**src/design/rv_pkg.sv**
```systemverilog
package rv_pkg;

    localparam int XLEN       = 32;
    localparam int REG_ADDR_W = 5;
    localparam int DMEM_WORDS = 256;
    localparam int DMEM_AW    = $clog2(DMEM_WORDS);

    localparam logic [XLEN-1:0] UART_TX_ADDR = 32'h0000_f000;  // above dmem range

    localparam logic [6:0] OPC_LUI    = 7'b0110111;
    localparam logic [6:0] OPC_JAL    = 7'b1101111;
    localparam logic [6:0] OPC_JALR   = 7'b1100111;
    localparam logic [6:0] OPC_BRANCH = 7'b1100011;
    localparam logic [6:0] OPC_LOAD   = 7'b0000011;
    localparam logic [6:0] OPC_STORE  = 7'b0100011;
    localparam logic [6:0] OPC_OP_IMM = 7'b0010011;
    localparam logic [6:0] OPC_OP     = 7'b0110011;

    typedef logic [XLEN-1:0]       word_t;
    typedef logic [REG_ADDR_W-1:0] reg_idx_t;

    typedef struct packed {
        logic [6:0] funct7;
        reg_idx_t   rs2;
        reg_idx_t   rs1;
        logic [2:0] funct3;
        reg_idx_t   rd;
        logic [6:0] opcode;
    } r_fmt_t;

    typedef struct packed {
        logic [11:0] imm_11_0;
        reg_idx_t    rs1;
        logic [2:0]  funct3;
        reg_idx_t    rd;
        logic [6:0]  opcode;
    } i_fmt_t;

    typedef struct packed {
        logic [6:0] imm_11_5;
        reg_idx_t   rs2;
        reg_idx_t   rs1;
        logic [2:0] funct3;
        logic [4:0] imm_4_0;
        logic [6:0] opcode;
    } s_fmt_t;

    typedef struct packed {
        logic       imm_12;
        logic [5:0] imm_10_5;
        reg_idx_t   rs2;
        reg_idx_t   rs1;
        logic [2:0] funct3;
        logic [3:0] imm_4_1;
        logic       imm_11;
        logic [6:0] opcode;
    } b_fmt_t;

    typedef struct packed {
        logic [19:0] imm_31_12;
        reg_idx_t    rd;
        logic [6:0]  opcode;
    } u_fmt_t;

    typedef struct packed {
        logic       imm_20;
        logic [9:0] imm_10_1;
        logic       imm_11;
        logic [7:0] imm_19_12;
        reg_idx_t   rd;
        logic [6:0] opcode;
    } j_fmt_t;

    typedef union packed {
        r_fmt_t r;
        i_fmt_t i;
        s_fmt_t s;
        b_fmt_t b;
        u_fmt_t u;
        j_fmt_t j;
    } inst_u;

    typedef enum logic [4:0] {
        OP_ADD, OP_SUB, OP_SLL, OP_SLT, OP_SLTU, OP_XOR, OP_SRL, OP_SRA,
        OP_OR, OP_AND, OP_LUI, OP_BEQ, OP_BNE, OP_BLT, OP_BGE, OP_BLTU,
        OP_BGEU, OP_JAL, OP_JALR, OP_LW, OP_SW, OP_SB, OP_NOP
    } alu_op_e;

    typedef enum logic [1:0] {
        FWD_PIPE = 2'd0,
        FWD_WB   = 2'd1
    } fwd_sel_e;

    typedef struct packed {
        word_t    pc;
        word_t    pc_plus;
        reg_idx_t rs1;
        reg_idx_t rs2;
        reg_idx_t rd;
        word_t    operand_a;
        word_t    operand_b;
        word_t    imm;
        alu_op_e  op;
        logic     use_imm;
        logic     wb_en;
    } de_ex_t;

    typedef struct packed {
        reg_idx_t        rd;
        word_t           result;
        logic            wb_en;
        logic            is_load;
        logic            is_store;
        logic [3:0]      byte_en;
        logic [XLEN-3:0] mem_addr;  // word index
        word_t           store_data;
        logic            uart_en;
    } ex_mem_t;

    typedef struct packed {
        reg_idx_t rd;
        word_t    data;
        logic     wb_en;
    } wb_t;

endpackage

```
**src/design/rv_decode.sv**
```systemverilog
`timescale 1ns/1ps

module rv_decode (
    input  logic             clk,
    input  logic             reset,
    input  logic             i_flush,
    input  rv_pkg::inst_u    i_inst,
    input  rv_pkg::word_t    i_pc,
    input  logic             i_valid,
    output rv_pkg::reg_idx_t o_rs1,
    output rv_pkg::reg_idx_t o_rs2,
    input  rv_pkg::word_t    i_rdata1,
    input  rv_pkg::word_t    i_rdata2,
    output rv_pkg::de_ex_t   o_de_ex,
    output logic             o_valid_ex
);
    import rv_pkg::*;

    word_t  imm_i;
    word_t  imm_s;
    word_t  imm_b;
    word_t  imm_u;
    word_t  imm_j;
    de_ex_t de_d;
    de_ex_t de_q;
    logic   valid_q;

    assign o_rs1 = i_inst.r.rs1;
    assign o_rs2 = i_inst.r.rs2;

    assign imm_i = {{20{i_inst.i.imm_11_0[11]}}, i_inst.i.imm_11_0};
    assign imm_s = {{20{i_inst.s.imm_11_5[6]}}, i_inst.s.imm_11_5, i_inst.s.imm_4_0};
    assign imm_b = {{19{i_inst.b.imm_12}}, i_inst.b.imm_12, i_inst.b.imm_11,
                    i_inst.b.imm_10_5, i_inst.b.imm_4_1, 1'b0};
    assign imm_u = {i_inst.u.imm_31_12, 12'h000};
    assign imm_j = {{11{i_inst.j.imm_20}}, i_inst.j.imm_20, i_inst.j.imm_19_12,
                    i_inst.j.imm_11, i_inst.j.imm_10_1, 1'b0};

    always_comb begin
        de_d           = '0;
        de_d.pc        = i_pc;
        de_d.pc_plus   = i_pc + word_t'(4);
        de_d.rs1       = i_inst.r.rs1;
        de_d.rs2       = i_inst.r.rs2;
        de_d.rd        = i_inst.r.rd;
        de_d.operand_a = i_rdata1;
        de_d.operand_b = i_rdata2;
        de_d.imm       = imm_i;
        de_d.op        = OP_NOP;
        de_d.wb_en     = 1'b1;
        case (i_inst.r.opcode)
            OPC_LUI: begin
                de_d.op  = OP_LUI;
                de_d.imm = imm_u;
            end
            OPC_JAL: begin
                de_d.op  = OP_JAL;
                de_d.imm = imm_j;
            end
            OPC_JALR: begin
                de_d.op = (i_inst.i.funct3 == 3'b000) ? OP_JALR : OP_NOP;
            end
            OPC_BRANCH: begin
                de_d.imm   = imm_b;
                de_d.wb_en = 1'b0;
                case (i_inst.b.funct3)
                    3'b000:  de_d.op = OP_BEQ;
                    3'b001:  de_d.op = OP_BNE;
                    3'b100:  de_d.op = OP_BLT;
                    3'b101:  de_d.op = OP_BGE;
                    3'b110:  de_d.op = OP_BLTU;
                    3'b111:  de_d.op = OP_BGEU;
                    default: de_d.op = OP_NOP;
                endcase
            end
            OPC_LOAD: begin
                de_d.op = (i_inst.i.funct3 == 3'b010) ? OP_LW : OP_NOP;
            end
            OPC_STORE: begin
                de_d.imm   = imm_s;
                de_d.wb_en = 1'b0;
                case (i_inst.s.funct3)
                    3'b000:  de_d.op = OP_SB;
                    3'b010:  de_d.op = OP_SW;
                    default: de_d.op = OP_NOP;
                endcase
            end
            OPC_OP_IMM: begin
                de_d.use_imm = 1'b1;
                case (i_inst.i.funct3)
                    3'b000:  de_d.op = OP_ADD;
                    3'b010:  de_d.op = OP_SLT;
                    3'b011:  de_d.op = OP_SLTU;
                    3'b100:  de_d.op = OP_XOR;
                    3'b110:  de_d.op = OP_OR;
                    3'b111:  de_d.op = OP_AND;
                    3'b001:  de_d.op = (i_inst.r.funct7 == 7'b0000000) ? OP_SLL : OP_NOP;
                    default: begin  // srli / srai share funct3
                        if (i_inst.r.funct7 == 7'b0000000) begin
                            de_d.op = OP_SRL;
                        end else if (i_inst.r.funct7 == 7'b0100000) begin
                            de_d.op = OP_SRA;
                        end
                    end
                endcase
            end
            OPC_OP: begin
                case ({i_inst.r.funct7, i_inst.r.funct3})
                    {7'b0000000, 3'b000}: de_d.op = OP_ADD;
                    {7'b0100000, 3'b000}: de_d.op = OP_SUB;
                    {7'b0000000, 3'b001}: de_d.op = OP_SLL;
                    {7'b0000000, 3'b010}: de_d.op = OP_SLT;
                    {7'b0000000, 3'b011}: de_d.op = OP_SLTU;
                    {7'b0000000, 3'b100}: de_d.op = OP_XOR;
                    {7'b0000000, 3'b101}: de_d.op = OP_SRL;
                    {7'b0100000, 3'b101}: de_d.op = OP_SRA;
                    {7'b0000000, 3'b110}: de_d.op = OP_OR;
                    {7'b0000000, 3'b111}: de_d.op = OP_AND;
                    default:              de_d.op = OP_NOP;
                endcase
            end
            default: de_d.op = OP_NOP;
        endcase
        if (!i_valid) begin
            de_d.op = OP_NOP;  // bubble
        end
        if (de_d.op == OP_NOP) begin
            de_d.wb_en = 1'b0;
        end
    end

    always_ff @(posedge clk) begin
        if (reset || i_flush) begin
            valid_q <= 1'b0;
        end else begin
            valid_q <= i_valid;
        end
    end

    always_ff @(posedge clk) begin
        de_q <= de_d;
    end

    assign o_de_ex    = de_q;
    assign o_valid_ex = valid_q & ~i_flush;

endmodule

```
**config.mk**
```make
export PLATFORM = sky130hd
export DESIGN_NAME = rv_decode
export DESIGN_NICKNAME = d
export VERILOG_FILES = /design/src/design/rv_pkg.sv /design/src/design/rv_decode.sv
export SDC_FILE = /design/constraint.sdc
export NUM_CORES = 1
export LEC_CHECK = 0
export BUFFER_PORTS_ARGS = -buffer_cell sky130_fd_sc_hd__buf_2
export CORE_MARGIN = 8
export CORE_UTILIZATION = 38
export CTS_CLUSTER_SIZE = 12
export DETAILED_ROUTE_END_ITERATION = 7
export PLACE_DENSITY = 0.72
export SYNTH_ARGS = -nofsm -noshare
export SYNTH_HDL_FRONTEND = slang
export SYNTH_SLANG_ARGS = --single-unit
```
**constraint.sdc**
```tcl
create_clock -name clk -period 2.2 [get_ports clk]
set_input_delay 0.55 -clock clk [delete_from_list [all_inputs] [get_ports clk]]
set_output_delay 0.55 -clock clk [all_outputs]
set_load 0.05 [all_outputs]
```
==> results by stage, run 1 <==
Routing:
- The pre-antenna-repair detailed-routing pass consisted of 6 iterations.
- The average wire per cell in the routed design is between 15 and 20 um.
- The final routed DRC violation total is 0.
- The via count is 4,370.
- The DRC violation total after the first TritonRoute iteration is roughly 260.
- For this block, the routed nets add up to 17,500 um of wire.
- The remaining antenna violation count is 0.
- Dividing the detail-routed via count by the number of cells gives 4.56.

Logic synthesis:
- Counting flops with a built-in enable in the synthesized netlist gives 0.
- The cell area after synthesis is between 0.005 and 0.006 mm^2.
- After technology mapping, the gate count stands at approximately 420.
- The fraction of registers with async set/reset is 0.
- After synthesis, the mean cell area works out to roughly 12 um^2.
- The library cell occupying the most area in the post-synthesis netlist is sky130_fd_sc_hd__dfxtp_1.
- In this run, synthesis produced a sequential element count of approximately 180.
- The leading register cell type out of synthesis is sky130_fd_sc_hd__dfxtp_1.
- When the netlist entered floorplanning its net count stood at 556.
- The sequential area share after synthesis is 0.691.
- Of the post-synthesis cell area, the dominant cell type holds 0.691.
- The number of distinct library cells after synthesis is 56.
- The Yosys warning count is 0.
- Yosys attributes the largest share of cell area to sky130_fd_sc_hd__dfxtp_1 (69%), sky130_fd_sc_hd__xnor2_1 (4.0%), sky130_fd_sc_hd__a21o_1 (3.0%).

CTS:
- The TritonCTS sink count is 181.
- Once the clock tree was built, the resizer swapped 0 gates to a different size.
- The clock tree from TritonCTS is built.
- The number of setup buffers added after CTS is 0.
- The number of buffers created by CTS is 17.
- The clock tree root driver cell is sky130_fd_sc_hd__clkbuf_16.
- The number of buffers between clock root and the deepest sink is 2.
- Hold repair after CTS inserted 0 buffers.
- The H-tree depth reported by CTS is 4.
- Clock-pin slew was measured on the worst setup and hold paths at ~0.07 ns.

Die:
- The floorplan has 43 rows.
- The vertical die dimension is 133 um.
- In this run the horizontal extent of the chip is 133 um.
- The initial core utilization is 0.383.
- The area of the die is 0.0178 mm^2.
- The area of the placeable core is approximately 0.014 mm^2.
- The number of I/O pins is ~330.

Global routing:
- Entering global routing, the biggest net connects 17 pins.
- Global routing finished with a remaining overflow of 0.
- The via count of the first global-routing pass is approximately 4,300.
- The first global-routing pass estimated between 20,000 and 30,000 um of wire.
- The initial antenna violation count came to 1.
- Across every metal layer, demand over resource in global routing totals 0.189.

Timing:
- For the pin with the worst max-slew slack, the measured transition is about 0.56 ns.
- Of the available clock period, the critical path in the final layout requires 0.915.
- The highest clock rate is a little under 0.5 GHz.
- Setup violations remaining at the end of the flow were counted as 0.
- Setup repair after global routing left no endpoint under its margin.
- The number of pins exceeding their max-slew limit in the final report came to 0.
- The worst slack on hold paths is roughly 0.23 ns.
- The time the final worst path needs with I/O delays and setup is 2.01 ns.
- The hold violation count in the final report was 0.
- The relative max-transition margin is 0.625.

Setup path:
- The type of the worst setup path is in2reg.
- The element type at the critical path end is a flop.
- Along the worst path, the maximum fanout reaches 4.
- For the worst setup path, the data required time is 2.54 ns.
- The arrival time at the worst endpoint is approximately 2.4 ns.
- The critical path launch point type is an input pin.

Final layout:
- The area growth from synthesis to layout is 46.5%.
- The net count of the finished layout is between 800 and 900.
- The filler-free cell count of the finished design is approximately 960.
- The fraction of final layout cells with drive strength greater than 1 is 0.507.

Power and ir drop:
- The combinational share of power is 0.161.
- The sequential cell fraction of total power is 0.455.
- Of the total power, the share spent switching nets is 0.288.
- The overall power of the completed layout is ~7.7 mW.
- The analysis attributes to net switching a power of between 2 and 2.5 mW.
- The analysis attributes to cell leakage a power of between 3 and 4 nW.
- Of the total power, the clock network draws 0.384.
- The internal power summed over all cells is approximately 5.5 mW.
- Power spread over the standard cell area amounts to between 900 and 1000 mW/mm^2.
- The largest vdd supply drop is approximately 0.52 mV.

Outcome:
- The flow ran to the end, and the final reports show no timing, DRC or antenna violations.

Placed design:
- Counting tap cells, the placed design contains a total of around 930 instances.
- After legalization and detailed placement, the total HPWL measured around 14,000 um.
- The routability congestion estimate is ~0.86.
- The count of input and output buffers is ~320.

Hold path:
- The class of the tightest hold or removal check is in2reg.

Job:
- The tool flagged a number of max-cap violations equal to 0.
[final cells by class]
cell class	count	area, um^2
flip-flops and latches	181	3620
clock inverters	8	90.1
fillers	1210	5990
repair buffers	352	1830
diodes	1	2.50
inverters	9	33.8
well taps	180	225
clock buffers	22	494
multi-input cells	205	1380
[routing by layer]
metal / share of wire / routed length, um / GRT usage
met1: 0.38 / 6680 / 0.206
met2: 0.53 / 9210 / 0.329
met3: 0.078 / 1360 / 0.0678
met4: 0.014 / 252 / 0.0755
met5: 0 / 0 / 0
[flip-flops by register name, indices dropped and copies added (netlist names)]
register	count
o_de_ex	180
valid_q	1
[synth_stat cells (7+ instances only)]
master and n:
sky130_fd_sc_hd__a21o_1 21, sky130_fd_sc_hd__a21oi_1 7, sky130_fd_sc_hd__buf_4 12, sky130_fd_sc_hd__clkbuf_1 7, sky130_fd_sc_hd__dfxtp_1 181, sky130_fd_sc_hd__inv_1 9, sky130_fd_sc_hd__nand2_1 18, sky130_fd_sc_hd__nand3_1 17
sky130_fd_sc_hd__nor2_1 16, sky130_fd_sc_hd__nor2b_1 10, sky130_fd_sc_hd__o21ai_0 8, sky130_fd_sc_hd__xnor2_1 24, sky130_fd_sc_hd__xor2_1 7
[critical path: stages]
cell	delay, ns
sky130_fd_sc_hd__buf_2	0.11
sky130_fd_sc_hd__or4_4	0.53
sky130_fd_sc_hd__or3_4	0.36
sky130_fd_sc_hd__o311ai_1	0.29
sky130_fd_sc_hd__o211ai_1	0.17
sky130_fd_sc_hd__o21a_1	0.19
sky130_fd_sc_hd__a31oi_1	0.15
[through the flow]
step	setup slack [ns]	area, um^2	setup TNS, ns	utilization
floorplan	0.0127	5250	0	-
global placement	-0.152	7090	-0.279	0.519
detailed placement	-0.242	7090	-0.455	0.519
CTS	0.208	7670	0	0.562
global route	0.113	7680	0	0.562
finish	0.188	7680	0	0.562
[power groups by stage]
stage	Combinational (mW)	Clock [mW]	Sequential, mW
6_report	1.23	2.95	3.49
5_1_grt	1.28	3.17	3.51
4_1_cts	1.24	3.04	3.50
3_5_place_dp	1.24	0	3.57
3_3_place_gp	1.23	0	3.56
2_1_floorplan	0.200	0	4.21
[worst paths after layout]
kind	start	endpoint	slack, ns	cells past startpoint
max	i_inst[31]	o_de_ex[0]	0.19	7
min	i_rdata2[1]	o_de_ex[40]	0.23	1
[cells by family after synthesis]
group / count (synthesis) / share of synthesized area
adders and majority gates: 1 / 0.00239
muxes: 1 / 0.00191
xor gates and xnor gates: 31 / 0.0518
and+or+nand+nor: 110 / 0.121
DFF: 181 / 0.692
buffers and inverters: 37 / 0.0468
AOI/OAI and AO/OA: 62 / 0.0848
[placed cells by master, fill, tap and decap left out, drive strengths merged, types with 8 or more instances in the layout]
| cell type | netlist | routed |
|---|---|---|
| buf | 16 | 352 |
| dfxtp | 181 | 181 |
| xnor2 | 24 | 24 |
| a21o | 22 | 22 |
| clkbuf | 12 | 22 |
| nand2 | 18 | 18 |
| nand3 | 17 | 17 |
| nor2 | 16 | 16 |
| inv | 9 | 12 |
| nor2b | 11 | 11 |
| o21ai | 8 | 8 |
(Power assumes the default switching activity.)
==> inputs of run 2 (changes only) <==
Settings changed: ABC_AREA from default to 1.
==> results by stage, run 2 <==
Final layout:
- The leading cell type in the layout, fill and taps excluded is sky130_fd_sc_hd__buf_2.
- The footprint of the multi-input gates is ~0.0014 mm^2.
- The filler-free cell count of the finished design is ~1,000.
- The layout has around 1,300 filler cells.
- For this run, the post-layout net count is 983.
- The area growth from synthesis to layout is 44.2%.
- The post-layout instance area is approximately 0.0077 mm^2.
- The fraction of final layout cells with drive strength greater than 1 is 0.438.
- The number of flip-flops in the largest register is 180.
- The library cells used most frequently in the layout, excluding fill and tap cells, are sky130_fd_sc_hd__buf_2 (324), sky130_fd_sc_hd__dfxtp_1 (181), sky130_fd_sc_hd__nand2_1 (100).
- The register cell area after layout is 0.00362 mm^2.

Placed design:
- The routability congestion estimate is slightly below 0.9.
- OpenSTA, run right after detailed placement, puts the worst setup slack at about 0.09 ns.
- The count of input and output buffers is roughly 320.
- The HPWL after detailed placement is about 14,000 um.
- Summing all placed instances gives a cell area of approximately 0.0071 mm^2.
- The number of cells in the design after placement is 1,011.

Power and ir drop:
- The ratio of total power to cell area is between 1000 and 1500 mW/mm^2.
- Cell internal power was estimated by the tool at around 5.4 mW.
- Total power for the finished layout comes to between 7 and 8 mW.
- In this run the power spent charging and discharging nets is approximately 2.4 mW.
- The part of the total power dissipated in the clock network is 0.391.
- The combinational share of power is 0.157.
- The leakage component of the power is around 4 nW.
- The sequential cell fraction of total power is 0.453.
- The fraction of power spent switching nets is 0.305.
- The largest vdd supply drop is between 0.4 and 0.5 mV.

Setup path:
- At the worst endpoint, the arrival time is a little under 2 ns.
- STA classifies the critical path startpoint as an input pin.
- The largest fanout on the critical path is 4.
- STA classifies the critical path endpoint as a flop.
- For the worst setup path, the data required time is approximately 2.5 ns.
- The type of the worst setup path is in2reg.

Die:
- The number of placement rows is 43.
- The die extent in x is roughly 130 um.
- The number of I/O pins is around 330.
- For this configuration, the core starts out at a cell density of 0.387.
- The area of the placeable core is ~0.014 mm^2.
- The floorplan step defined a die boundary enclosing 0.0181 mm^2.
- From bottom edge to top edge, the die measures between 100 and 150 um.

Logic synthesis:
- The synthesized area per cell is 10.2 um^2.
- The cell area that synthesis handed to floorplanning was about 0.0053 mm^2.
- After synthesis, the largest family of logic cells by area is simple AND/OR/NAND/NOR gates.
- By count the netlist is led by sky130_fd_sc_hd__dfxtp_1 (181), sky130_fd_sc_hd__nand2_1 (100), sky130_fd_sc_hd__inv_1 (52).
- The synthesized design contains 181 register bits.
- The net count after synthesis is roughly 650.
- The synthesized design spends more area on one cell type than any other, namely sky130_fd_sc_hd__dfxtp_1.
- By area the synthesized netlist is led by sky130_fd_sc_hd__dfxtp_1 (68%), sky130_fd_sc_hd__nand2_1 (7.0%), sky130_fd_sc_hd__inv_1 (3.7%).
- Of the total synthesized cell area, the portion taken by AND, OR, NAND and NOR gates is 0.180.
- For this run, the register share of the synthesized area comes to 0.680.
- The cell with the most instances after synthesis is sky130_fd_sc_hd__dfxtp_1.
- After synthesis, the share of cell area in mux cells is 0.
- In this run, distinct cell masters in the synthesized netlist total 27.
- Of the total synthesized cell area, the portion taken by XOR and XNOR cells is 0.0461.
- For this run, the leading register cell type out of synthesis is sky130_fd_sc_hd__dfxtp_1.
- The area share of the largest cell type after synthesis is 0.680.
- The number of standard cells after synthesis is 521.
- For this run, asynchronously set or reset flops after synthesis account for 0.
- The Yosys warning count is 0.
- The number of flops mapped to enable cells by yosys is 0.
- Of the total synthesized cell area, the portion taken by full adders, half adders and majority gates is 0.00235.
- The post-synthesis compound-gate area fraction came to 0.0322.

Timing:
- Derived from the worst setup path, the maximum achievable clock frequency is ~0.6 GHz.
- The time the final worst path needs with I/O delays and setup is roughly 1.7 ns.
- Setup violations remaining at the end of the flow were counted as 0.
- Setup repair after global routing left no endpoint under its margin.
- The post-route clock period utilization is 0.751.
- For the final routed database, the setup TNS stands at 0 ns.
- The number of pins exceeding their max-slew limit in the final report is 0.
- The relative max-transition margin is 0.697.
- The setup slack of the critical path after layout is roughly 0.55 ns.
- The hold violation count in the final report is 0.
- At the pin with the least slew margin, the transition time is about 0.45 ns.

CTS:
- Once the clock tree was built, the setup fixing pass inserted 0 buffers.
- TritonCTS built the clock tree.
- The clock passes through at most 2 buffers.
- The number of gates resized after cts is 0.
- Hold repair after CTS inserted 0 buffers.
- TritonCTS created 17 clock buffers.
- The tree is rooted in a sky130_fd_sc_hd__clkbuf_16.
- The clock tree synthesis step divided the H-tree into 4 levels.
- The post-CTS clock slew at the launch and capture registers of the worst setup and hold paths is ~0.070 ns.
- The TritonCTS sink count is around 180.

Job:
- The number of max-cap violations is 0.

Routing:
- In the final routed layout, each cell accounts on average for about 17 um.
- The count of TritonRoute iterations in the first routing pass is 4.
- The routed via count divided by cell count is around 4.4.
- The first routing iteration left 154 violations.
- The routed layout has 4,558 vias.
- The final routed DRC violation total is 0.
- The remaining antenna violation count is 0.
- The overall routed net length is between 15,000 and 20,000 um.

Hold path:
- The class of the tightest hold or removal check is in2reg.

Global routing:
- Entering global routing, the biggest net connects 19 pins.
- The initial antenna violation count is 2.
- For this run, global-route usage on met3 was measured as 0.0729.
- The via count of the first global-routing pass came to around 4,500.
- The total congestion overflow is 0.
- The first-pass GRT wire length is between 20,000 and 30,000 um.
- The global routing stage identified its most utilized layer as met2.
- The global routing met2 resource utilization is 0.333.
- The overall routing resource usage is 0.190.
- For this run, global-route usage on met1 was measured as 0.197.

Outcome:
- The run finished with clean final reports.
==> run 2: per-layer routing <==
layer	wire, um	share of wire
met1	6550	0.38
met2	9040	0.52
met3	1430	0.082
met4	407	0.023
met5	30	0.0017
==> run 2: final timing paths <==
| path | depth (start not counted) | start | endpoint |
|---|---|---|---|
| max | 12 | i_pc[2] | o_de_ex[144] |
| min | 1 | i_rdata1[21] | o_de_ex[92] |
==> run 2: logic make-up after synthesis <==
family,count (synthesis)
compound gates,33
xor+xnor,28
simple gates,208
flops,181
fa+ha+maj,1
buf+inv,70
==> run 2: power groups by stage <==
stage                     registers (mW)  logic, mW  clock network [mW]
after floorplan                     4.21      0.185                   0
after global placement              3.56       1.21                   0
after detailed placement            3.57       1.22                   0
after CTS                           3.50       1.22                3.09
after global routing                3.51       1.27                3.23
final                               3.50       1.21                3.01
==> run 2: critical path, cell delays in order <==
cell	delay, ns
sky130_fd_sc_hd__buf_2	0.11
sky130_fd_sc_hd__ha_1	0.20
sky130_fd_sc_hd__nand3_2	0.11
sky130_fd_sc_hd__nor2_2	0.13
sky130_fd_sc_hd__nand2_2	0.09
sky130_fd_sc_hd__nor2_4	0.14
sky130_fd_sc_hd__nand2_4	0.08
sky130_fd_sc_hd__nor2_4	0.14
sky130_fd_sc_hd__nand2_4	0.08
sky130_fd_sc_hd__nor2_4	0.11
sky130_fd_sc_hd__nand3_1	0.09
sky130_fd_sc_hd__xor2_1	0.14
==> run 2: area by class of cell <==
class                      instances  area share
clock inverter                    14      0.0209
antenna                            1    0.000326
sequential                       181       0.472
clock buffer                      18      0.0572
timing repair buffer             326       0.213
inverter                          54      0.0264
tap                              180      0.0293
multi-input combinational        270       0.181
==> run 2: stage by stage <==
step	hold WS, ns	util
floorplan	0.578	-
global placement	0.652	0.514
detailed placement	0.654	0.514
CTS	0.196	0.557
global route	0.195	0.557
finish	0.217	0.558
